--- src/design/mem_pkg.sv ---
// shared widths, bus encoding and stage packets for the mem subsystem
// byte addresses, 64-bit words; only the word index reaches the memory
// one outstanding load per stage, so 4-bit tags are plenty

package mem_pkg;

  ////////////////////
  // widths
  ////////////////////
  localparam int xlen = 64;             // data + address width
  localparam int word_offset = 3;       // byte bits inside a word

  typedef logic [4:0] reg_idx_t;
  localparam reg_idx_t zero_reg = 5'd31; // always reads zero

  typedef logic [3:0] tag_t;            // 0 means no tag

  ////////////////////
  // bus commands
  ////////////////////
  typedef enum logic [1:0] {
    bus_none  = 2'h0,
    bus_load  = 2'h1,
    bus_store = 2'h2
  } bus_command_t;

  ////////////////////
  // memory constants
  ////////////////////
  localparam int dmem_words = 256;
  localparam int dmem_idx_bits = $clog2(dmem_words);
  localparam int dmem_latency = 4;      // accept -> data return
  localparam int refresh_period = 16;   // one refused cycle per period
  localparam int refresh_bits = $clog2(refresh_period);

  ////////////////////
  // stage packets
  ////////////////////
  typedef struct packed {
    logic [xlen-1:0] npc;               // carried through only
    logic            valid;
    logic            rd_mem;
    logic            wr_mem;
    logic [xlen-1:0] alu_result;        // address or plain result
    logic [xlen-1:0] rega_value;        // store data
    reg_idx_t        dest_reg_idx;
    logic            halt;
  } ex_mem_packet_t;

  typedef struct packed {
    logic [xlen-1:0] npc;
    logic            valid;
    logic [xlen-1:0] result;
    reg_idx_t        dest_reg_idx;
    logic            halt;
  } mem_wb_packet_t;

endpackage

--- src/design/writeback_regfile.sv ---
// MEM/WB pipeline register plus 32 x xlen register file
// write happens one cycle after the packet is registered
// register 31 is never written and always reads zero
// read port is combinational with no bypass from the pending write

`timescale 1ns/1ps

module writeback_regfile (
  input  logic                     clock,
  input  logic                     reset,
  input  mem_pkg::mem_wb_packet_t  mem_packet,
  output logic                     retire_valid,
  output mem_pkg::reg_idx_t        retire_dest,
  output logic [mem_pkg::xlen-1:0] retire_result,
  output logic                     halt_out,
  input  mem_pkg::reg_idx_t        rd_idx,
  output logic [mem_pkg::xlen-1:0] rd_data
);
  import mem_pkg::*;

  mem_wb_packet_t  wb_q;          // MEM/WB register
  logic [xlen-1:0] regs [32];
  logic            wr_en;

  ////////////////////
  // MEM/WB register
  ////////////////////
  always_ff @(posedge clock) begin
    wb_q <= mem_packet;
    if (reset) begin
      wb_q.valid <= 1'b0;         // only the control bits clear
      wb_q.halt  <= 1'b0;
    end
  end

  assign retire_valid  = wb_q.valid;
  assign retire_dest   = wb_q.dest_reg_idx;
  assign retire_result = wb_q.result;
  assign halt_out      = wb_q.valid & wb_q.halt;  // halt only with a retire

  ////////////////////
  // register file
  ////////////////////
  assign wr_en = wb_q.valid && (wb_q.dest_reg_idx != zero_reg);

  always_ff @(posedge clock) begin
    if (reset) begin
      for (int r = 0; r < 32; r++) begin
        regs[r] <= '0;
      end
    end else if (wr_en) begin
      regs[wb_q.dest_reg_idx] <= wb_q.result;
    end
  end

  // zero_reg masked on read too
  assign rd_data = (rd_idx == zero_reg) ? '0 : regs[rd_idx];

endmodule

--- config.mk ---
export PLATFORM = sky130hd
export DESIGN_NAME = writeback_regfile
export DESIGN_NICKNAME = d
export VERILOG_FILES = /design/src/design/mem_pkg.sv /design/src/design/writeback_regfile.sv
export SDC_FILE = /design/constraint.sdc
export NUM_CORES = 2
export LEC_CHECK = 0
export ABC_AREA = 1
export ABC_CLOCK_PERIOD_IN_PS = 7400
export BUFFER_PORTS_ARGS = -buffer_cell sky130_fd_sc_hd__buf_2
export CAP_MARGIN = 20
export CORE_UTILIZATION = 35
export DETAILED_ROUTE_END_ITERATION = 12
export SLEW_MARGIN = 20
export SYNTH_ARGS = -nofsm -noshare
export SYNTH_HDL_FRONTEND = slang
export SYNTH_SLANG_ARGS = --single-unit
export TNS_END_PERCENT = 10
--- constraint.sdc ---
create_clock -name clock -period 7.4 [get_ports clock]
set_input_delay 1.48 -clock clock [delete_from_list [all_inputs] [get_ports clock]]
set_output_delay 1.48 -clock clock [all_outputs]
set_load 0.05 [all_outputs]
==> flow_summary.json <==
{
  "fill_cells": 26600,
  "gr-total-overflow": 0,
  "final_hold_viol_count": 0,
  "ys_seq_area_frac": 0.654,
  "post_cts_buffers": 0,
  "synth.distinct_cells": 24,
  "critPathKind": "primary input to primary output",
  "leakage_nw": 45.1,
  "layout_commonest_cell": "nor2_1",
  "crit_chain": "buf_8 -> clkinv_16 -> buf_12 -> nand2_1 -> nand3_1 -> nand2_1 -> nand2_1 -> nand2_1 -> nor2_1 -> nand2_1 -> nand2_1 -> nor2_1 -> buf_2",
  "grt_pass1_vias": 68700,
  "area_growth_pct": 11.4,
  "fin_crit_sh": 0.839,
  "start_util": 0.352,
  "fp.dieH_um": 526,
  "post-route-min-period_ns": 6.21,
  "critPathMaxStageDelay_ns": 0.54,
  "numCtsBuffers": 233,
  "setup_violations": 0,
  "cp_top_family": "buffers and inverters",
  "remaining_drc_errors": 2,
  "drive_gt1_frac": 0.0748,
  "firstDrtPassIters": 12,
  "yosysWarnings": 0,
  "syn_area_per_cell_um2": 9.33,
  "cts_tree": "done",
  "final_nets": 10200,
  "vias_per_cell": 5.20,
  "most-common-layout-cells": "nor2_1 (3101), nand2_1 (2555), edfxtp_1 (2048)",
  "grt_pass1_wl_mm": 449,
  "cts_max_path_buffers": 4,
  "worst_slew_pin_slew_ns": 1.21,
  "cp_num_buf_inv": 4,
  "cts-resized-gates": 0,
  "power_density_nw_per_um2": 257,
  "cts_root_buf": "clkbuf_16",
  "die_w_um": 526,
  "io_buffer_count": 212,
  "required_ns": 5.92,
  "drt_iter0_drc": 9037,
  "ir_drop_v": 0.000184,
  "slew_violations": 0,
  "track_usage": 0.217,
  "h-tree-depth": 4,
  "antenna_found_initial": 8,
  "ys_seq_elements": 2119,
  "max-cap-violations": 0,
  "syn_inst": 10300,
  "clkSinkCount": 2119,
  "worstHoldPathType": "primary input to register",
  "num_rows": 192,
  "critPathArrivalTime_ns": 4.73,
  "skew_ns": 0.0802,
  "hpwl_mm": 160,
  "tns_ns": 0,
  "max_slew_margin": 0.193,
  "grt_setup_unrepaired": "no",
  "status": "finished, violations left",
  "drt-total-wl_mm": 309,
  "cp_max_fo": 188,
  "grt_max_degree": 199,
  "synth.cell_area_um2": 96100,
  "clk_pin_slew_ns": 0.06,
  "insertion_delay_ns": 0.93,
  "dieArea_um2": 277000,
  "via_count": 71800,
  "endpoint_kind": "primary output",
  "ant_nets": 0,
  "drt-wirelength-per-cell_um": 22.4,
  "critPathSlowestCell": "clkinv_16",
  "cpMostUsedCell": "nand2_1",
  "hold_buffers": 0,
  "r2r_setup_slack_ns": 3.07,
  "coreArea_um2": 273000,
  "hold_slack_ns": 0.640,
  "io_pins": 277,
  "multi_input_area_um2": 27900,
  "seq_area_um2": 62900,
  "startpoint_type": "primary input",
  "place.gp.congestion": 0.800,
  "violations": "design-rule violations",
  "fmax_mhz": 161
}
==> metrics by stage <==
stage          cell area (um2)  worst slack, ns  instances  utilization  total power [W]
5_1_grt                 107000             1.18      13800        0.392           0.0283
3_3_place_gp             99200             1.44      13400        0.363           0.0160
4_1_cts                 107000             1.45      13800        0.391           0.0276
6_report                107000             1.19      13800        0.392           0.0275
3_5_place_dp             99300             1.47      13400        0.363           0.0161
2_1_floorplan            96400             2.77      10400            -           0.0153
==> layout make-up <==
cell class | count | area share
multi-input cells | 6907 | 0.260
diodes | 2 | 0.0000467
flip-flops and latches | 2119 | 0.587
repair buffers | 355 | 0.0249
inverters | 432 | 0.0156
clock buffers | 292 | 0.0577
clock inverters | 133 | 0.0126
well taps | 3589 | 0.0419
==> synth_stat cells <==
| cell | instances | share of area |
|---|---|---|
| buf_8 | 1 | 0.00016 |
| clkbuf_1 | 348 | 0.014 |
| nand4_1 | 1 | 0.000065 |
| nand3_1 | 686 | 0.036 |
| nor2_1 | 3101 | 0.12 |
| a21oi_1 | 64 | 0.0033 |
| buf_4 | 124 | 0.0097 |
| o211ai_1 | 5 | 0.00039 |
| buf_1 | 49 | 0.0019 |
| or2_2 | 4 | 0.00026 |
| edfxtp_1 | 2048 | 0.64 |
| o21ai_0 | 279 | 0.015 |
| o21ai_1 | 77 | 0.0040 |
| conb_1 | 1 | 0.000039 |
| buf_6 | 15 | 0.0018 |
| dfxtp_1 | 71 | 0.015 |
| nor2_4 | 1 | 0.00012 |
| inv_2 | 9 | 0.00035 |
| buf_2 | 373 | 0.019 |
| nand2_1 | 2617 | 0.10 |
| inv_6 | 1 | 0.000091 |
| a31oi_2 | 1 | 0.00013 |
| nor3_1 | 7 | 0.00036 |
| inv_1 | 422 | 0.016 |
==> worst reg2reg max path: stages, from the launching register on <==
cell and delay (ns):
dfxtp_1 0.55, inv_1 0.19, nor3_1 0.93, nand2_4 0.59
nand2_4 0.97, buf_4 0.67
==> flip-flops by register name, summed over array words and instances (netlist names) <==
| register | count |
|---|---|
| retire_valid | 1 |
| retire_dest | 5 |
| wb_q | 1 |
| retire_result | 64 |
| regs | 2048 |
==> metal layers <==
metal  part of all wire  GRT usage  vias up
li1                   -          -    32500
met1               0.40      0.292    34900
met2               0.46      0.350     3820
met3               0.11     0.0386      590
met4              0.034     0.0752        8
met5            0.00027    0.00139        -
==> logic make-up after synthesis <==
group,Yosys count,share of synthesized area
AOI/OAI and AO/OA,426,0.0224
buffers and inverters,1342,0.0634
and+or+nand+nor,6417,0.260
other,1,0.0000390
DFF,2119,0.654
==> path summary, 6_finish.rpt <==
check,start,to,cells after the start
worst max-delay path,rd_idx[0],rd_data[4],13
worst min-delay path,mem_packet[67],retire_result[61],1
worst max register to register,retire_dest[3],regs[8][48],5
worst min register to register,retire_result[1],regs[27][1],2
==> power breakdown <==
part           internal [W]  switching [W]  leakage [nW]  total (W)
Clock               0.00665        0.00500          3.66     0.0117
Sequential           0.0135       0.000104          22.5     0.0136
Combinational      0.000465        0.00180          18.9    0.00226
Power figures use the tool's default switching activity.
