==> config.mk <==
export PLATFORM = sky130hd
export DESIGN_NAME = mem_stage_flat
export DESIGN_NICKNAME = d
export VERILOG_FILES = /design/src/design/mem_pkg.sv /design/src/design/dmem_if.sv /design/src/design/mem_stage.sv /design/src/flat_wrapper.sv
export SDC_FILE = /design/constraint.sdc
export NUM_CORES = 1
export LEC_CHECK = 0
export BUFFER_PORTS_ARGS = -buffer_cell sky130_fd_sc_hd__buf_2
export CAP_MARGIN = 5
export CELL_PAD_IN_SITES_DETAIL_PLACEMENT = 0
export CELL_PAD_IN_SITES_GLOBAL_PLACEMENT = 1
export CORE_AREA = 8 8 201 203
export CTS_CLUSTER_DIAMETER = 150
export DETAILED_ROUTE_END_ITERATION = 7
export DIE_AREA = 0 0 209 211
export PLACE_DENSITY_LB_ADDON = 0.1
export SYNTH_ARGS = -nofsm -noshare
export SYNTH_HDL_FRONTEND = slang
export SYNTH_SLANG_ARGS = --single-unit
==> constraint.sdc <==
create_clock -name clock -period 1.53 [get_ports clock]
set_clock_uncertainty 0.1 [all_clocks]
set_input_delay 0.0765 -clock clock [delete_from_list [all_inputs] [get_ports clock]]
set_output_delay 0.0765 -clock clock [all_outputs]
set_load 0.1 [all_outputs]
==> src/design/mem_pkg.sv <==
// shared widths, bus encoding and stage packets for the mem subsystem
// byte addresses, 64-bit words; only the word index reaches the memory
// one outstanding load per stage, so 4-bit tags are plenty

package mem_pkg;

  ////////////////////
  // widths
  ////////////////////
  localparam int xlen = 64;             // data + address width
  localparam int word_offset = 3;       // byte bits inside a word

  typedef logic [4:0] reg_idx_t;
  localparam reg_idx_t zero_reg = 5'd31; // always reads zero

  typedef logic [3:0] tag_t;            // 0 means no tag

  ////////////////////
  // bus commands
  ////////////////////
  typedef enum logic [1:0] {
    bus_none  = 2'h0,
    bus_load  = 2'h1,
    bus_store = 2'h2
  } bus_command_t;

  ////////////////////
  // memory constants
  ////////////////////
  localparam int dmem_words = 256;
  localparam int dmem_idx_bits = $clog2(dmem_words);
  localparam int dmem_latency = 4;      // accept -> data return
  localparam int refresh_period = 16;   // one refused cycle per period
  localparam int refresh_bits = $clog2(refresh_period);

  ////////////////////
  // stage packets
  ////////////////////
  typedef struct packed {
    logic [xlen-1:0] npc;               // carried through only
    logic            valid;
    logic            rd_mem;
    logic            wr_mem;
    logic [xlen-1:0] alu_result;        // address or plain result
    logic [xlen-1:0] rega_value;        // store data
    reg_idx_t        dest_reg_idx;
    logic            halt;
  } ex_mem_packet_t;

  typedef struct packed {
    logic [xlen-1:0] npc;
    logic            valid;
    logic [xlen-1:0] result;
    reg_idx_t        dest_reg_idx;
    logic            halt;
  } mem_wb_packet_t;

endpackage

==> src/design/dmem_if.sv <==
// processor <-> data memory bus, plain strobes and no handshake
// response is valid only in the cycle the command is offered
// ret_tag is zero whenever no load data is returning

`timescale 1ns/1ps

interface dmem_if;
  import mem_pkg::*;

  // processor -> memory
  bus_command_t    command;
  logic [xlen-1:0] addr;
  logic [xlen-1:0] wr_data;

  // memory -> processor
  logic [xlen-1:0] rd_data;   // load data, meaningful only with ret_tag
  tag_t            ret_tag;   // tag of the returning load
  tag_t            response;  // nonzero = command accepted

  modport proc (
    output command, addr, wr_data,
    input  rd_data, ret_tag, response
  );

  modport mem (
    input  command, addr, wr_data,
    output rd_data, ret_tag, response
  );

endinterface

==> src/design/mem_stage.sv <==
// memory-access stage; one outstanding load at most
// the execute packet must be held steady by the outside while stall is high
// a refused load is offered again next cycle, a refused store stalls

`timescale 1ns/1ps

module mem_stage (
  input  logic                    clock,
  input  logic                    reset,
  input  mem_pkg::ex_mem_packet_t ex_packet,
  dmem_if.proc                    bus,
  output mem_pkg::mem_wb_packet_t mem_packet,
  output logic                    stall
);
  import mem_pkg::*;

  tag_t waiting_tag;          // tag of the load in flight, 0 = idle
  logic is_load;
  logic is_store;
  logic tag_back;             // our load's data is on the bus now
  logic tag_update;

  // only valid packets touch memory
  assign is_load  = ex_packet.valid & ex_packet.rd_mem;
  assign is_store = ex_packet.valid & ex_packet.wr_mem;

  assign tag_back = (waiting_tag != '0) && (bus.ret_tag == waiting_tag);

  ////////////////////
  // bus side
  ////////////////////
  // nothing goes out while a load is outstanding
  assign bus.command = (waiting_tag != '0) ? bus_none  :
                       is_store            ? bus_store :
                       is_load             ? bus_load  :
                                             bus_none;
  assign bus.addr    = ex_packet.alu_result;  // ALU computed the address
  assign bus.wr_data = ex_packet.rega_value;

  // load in hand: take the new response (0 if refused or on return)
  assign tag_update = is_load && ((waiting_tag == '0) || tag_back);

  always_ff @(posedge clock) begin
    if (reset) begin
      waiting_tag <= '0;
    end else if (tag_update) begin
      waiting_tag <= bus.response;  // command is bus_none on return, so 0
    end
  end

  ////////////////////
  // stall + result
  ////////////////////
  // loads hold until their own tag comes back
  // stores hold only while refused
  assign stall = (is_load && !tag_back) |
                 (is_store && (bus.response == '0));

  assign mem_packet.npc          = ex_packet.npc;
  assign mem_packet.halt         = ex_packet.halt;
  assign mem_packet.valid        = ex_packet.valid & ~stall;
  assign mem_packet.dest_reg_idx = ex_packet.dest_reg_idx;
  assign mem_packet.result       = is_load ? bus.rd_data   // returned word
                                           : ex_packet.alu_result;

endmodule

==> src/flat_wrapper.sv <==
// flat-port wrapper written by rule: the top's interface ports become plain ports
module mem_stage_flat import mem_pkg::*;
  (clock, reset, ex_packet, mem_packet, stall, bus_command, bus_addr, bus_wr_data, bus_rd_data, bus_ret_tag, bus_response);
  dmem_if bus_i ();
  input  logic clock;
  input  logic reset;
  input  mem_pkg::ex_mem_packet_t ex_packet;
  output mem_pkg::mem_wb_packet_t mem_packet;
  output logic stall;
  output wire logic [$bits(bus_i.command)-1:0] bus_command;
  output wire logic [$bits(bus_i.addr)-1:0] bus_addr;
  output wire logic [$bits(bus_i.wr_data)-1:0] bus_wr_data;
  input wire logic [$bits(bus_i.rd_data)-1:0] bus_rd_data;
  input wire logic [$bits(bus_i.ret_tag)-1:0] bus_ret_tag;
  input wire logic [$bits(bus_i.response)-1:0] bus_response;
  assign bus_command = bus_i.command;
  assign bus_addr = bus_i.addr;
  assign bus_wr_data = bus_i.wr_data;
  assign bus_i.rd_data = bus_rd_data;
  assign bus_i.ret_tag = bus_ret_tag;
  assign bus_i.response = bus_response;
  mem_stage u_core (.clock(clock), .reset(reset), .ex_packet(ex_packet), .bus(bus_i), .mem_packet(mem_packet), .stall(stall));
endmodule
==> results.toml <==
[routing]
wl_microns = 12700
vias_per_cell = 2.64
first_pass_iters = 2
remaining_drc_errors = 0
first_iter_violations = 42
wire_per_inst_microns = 14.7
final_antenna_net_count = 0
vias = 2269

[clock_tree]
cts_tree = "yes"
cts_root_buf = "clkbuf_16"
clock_path_buffers = 2
clk_latency_ns = 0.22
cts.sink_count = 4
cts_hold_buf = 0
numCtsBuffers = 3
path_clk_slew_ns = 0.03
htreeDepth = 1

[logic_synthesis]
synth.avg_cell_area_sq_um = 8.94
yosysSeqAreaShare_pct = 2.98
yosys_warnings = 0
yosys.area.top_type = "buf_4"
synth-xor-area-share_pct = 1.30
synthCells = 301
yosysTopAreaCellShare_pct = 55.2
netlist_area_sq_um = 2690
ys_ff_latch = 4
synth_top_family_by_area = "buffers and inverters"
synth_compound_area_share_pct = 1.77
synth_simple_gate_area_share_pct = 3.49
muxShareOfSynthArea_pct = 32.2
syn_nets = 576
synthTopCellsByArea = "buf_4 (55%), mux2_4 (22%), mux2_2 (10%), dfxtp_1 (3.0%), buf_6 (2.1%)"
synth_adder_area_share_pct = 0
ys_types = 20

[sta]
period_share_pct = 114
finalWorstSetupSlack_ns = -0.216
setup_viol = 4
worstMarginPinSlew_ns = 0.521
grt_setup_unrepaired = "yes"
fin_tns_setup_ns = -0.703
max_freq_ghz = 0.573
slew_viol_final = 0
slew_headroom_pct = 65.5
period_needed_ns = 1.75
timing.hold.ws_ns = 0.0530
finalHoldViolations = 0

[placed_design]
dpl_cell_area_sq_um = 3780
place_hpwl_microns = 11700
port_buffers = 272
place_congestion = 0.647
dp_slack_ns = -0.0675

[grt]
antenna_found_initial = 0
gr-total-overflow = 0
grt_first_pass_wirelength_microns = 17500
grt_usage_pct = 5.17
grt_max_degree = 33
grt_pass1_vias = 2648

[critical_path]
cpLargestDelayFamily = "simple AND/OR/NAND/NOR gates"
crit_type = "flop to output port"
crit_chain = "xnor2_2 -> nand4_1 -> o21ai_4 -> and3_4 -> buf_12"
crit_fanout = 3
worstPathArrival_ns = 1.57
slowest_delay_ns = 0.37
cp_slowest_cell = "dfxtp_4"
cp.required_ns = 1.35
critPathCaptureType = "output port"
critPathBufInv = 1
start_kind = "flop"

[layout]
regMostFlops = "u_core.waiting_tag"
top_regs = "u_core.waiting_tag (4)"
diodes = 0
postLayoutCellArea_sq_um = 3900
largest_reg_flops = 4
area_growth_pct = 44.8
finish.net_count = 663
final_common_cell = "buf_2"
layout_common_cells = "buf_2 (238), mux2_4 (39), buf_12 (36), mux2_2 (25), buf_4 (12)"
drive_gt1_share_pct = 94.6
n_fill_cell = 4308

[run_status]
violations = "setup timing"
status = "finished with violations"

[pwr]
irDropWorstVdd_mv = 0.193
finalPower_uw = 3330
cellPowerDensity_nw_per_um2 = 855
p_leak_uw = 0.00193

[flow_run]
max-cap-violations = 0

[die]
coreArea_sq_um = 37100
die_w_microns = 209
die_y_microns = 211
row_count = 71
initial_core_util_pct = 7.25
io_pins = 541
die_area_sq_um = 44100

[worst_hold_path]
worstHoldPathType = "input port to output port"
-- cells in the mapped netlist (all sizes together) --
cell type,number
dfxtp,4
o21ai,1
nor2b,1
nand4b,4
nand4,1
inv,4
nor2,1
nor4,2
nand2,2
mux2,64
a21boi,1
buf,205
o32ai,4
nor3b,1
and3,2
xnor2,4
-- kinds of logic (layout without fill, tap and decap cells) --
| logic type | after synthesis | after routing |
|---|---|---|
| DFF | 4 | 4 |
| and+or+nand+nor | 14 | 14 |
| xor gates and xnor gates | 4 | 4 |
| AOI/OAI and AO/OA | 6 | 6 |
| buffers and inverters | 209 | 294 |
| muxes | 64 | 64 |
-- stage by stage --
stage	instances	utilization, %
after floorplan	301	-
after global placement	856	10.2
after detailed placement	856	10.2
after CTS	859	10.4
after global routing	860	10.5
final	860	10.5
-- report_power, final --
group | switching [uW] | internal (uW) | total, uW
registers | 6.72 | 113 | 119
logic | 2060 | 751 | 2810
clock network | 70.9 | 334 | 405
total | 2140 | 1200 | 3330
-- timing repair --
item                       in CTS  in global routing
resized for setup               5                  4
setup endpoints to repair       4                  4
buffers inserted                1                  1
hold endpoints to repair        0                  0
pin swaps                       5                  6
-- final timing paths --
check                                                   startpoint                            endpoint  slack [ns]  depth (start not counted)
worst min register to register  u_core.waiting_tag[3]$_SDFFE_PP0P_  u_core.waiting_tag[3]$_SDFFE_PP0P_        0.43                          2
worst max register to register  u_core.waiting_tag[1]$_SDFFE_PP0P_  u_core.waiting_tag[2]$_SDFFE_PP0P_        0.18                          6
worst min-delay path                                 ex_packet[29]                     bus_wr_data[23]        0.05                          0
worst max-delay path            u_core.waiting_tag[3]$_SDFFE_PP0P_                      mem_packet[70]       -0.22                          5
-- final cells by class --
class | count | area (sq um) | area share [%]
clock buffers | 3 | 75.1 | 1.93
inverters | 4 | 15.0 | 0.385
multi-input cells | 88 | 1110 | 28.6
flip-flops and latches | 4 | 86.3 | 2.22
well taps | 474 | 593 | 15.2
repair buffers | 287 | 2010 | 51.7
-- layer usage --
metal	track usage (%)	part of all wire, %	up-vias
li1	-	-	965
met3	4.32	18	16
met4	1.04	1.2	2
met1	4.63	33	969
met5	0.667	0.34	-
met2	8.88	47	317
(Power assumes the default switching activity.)
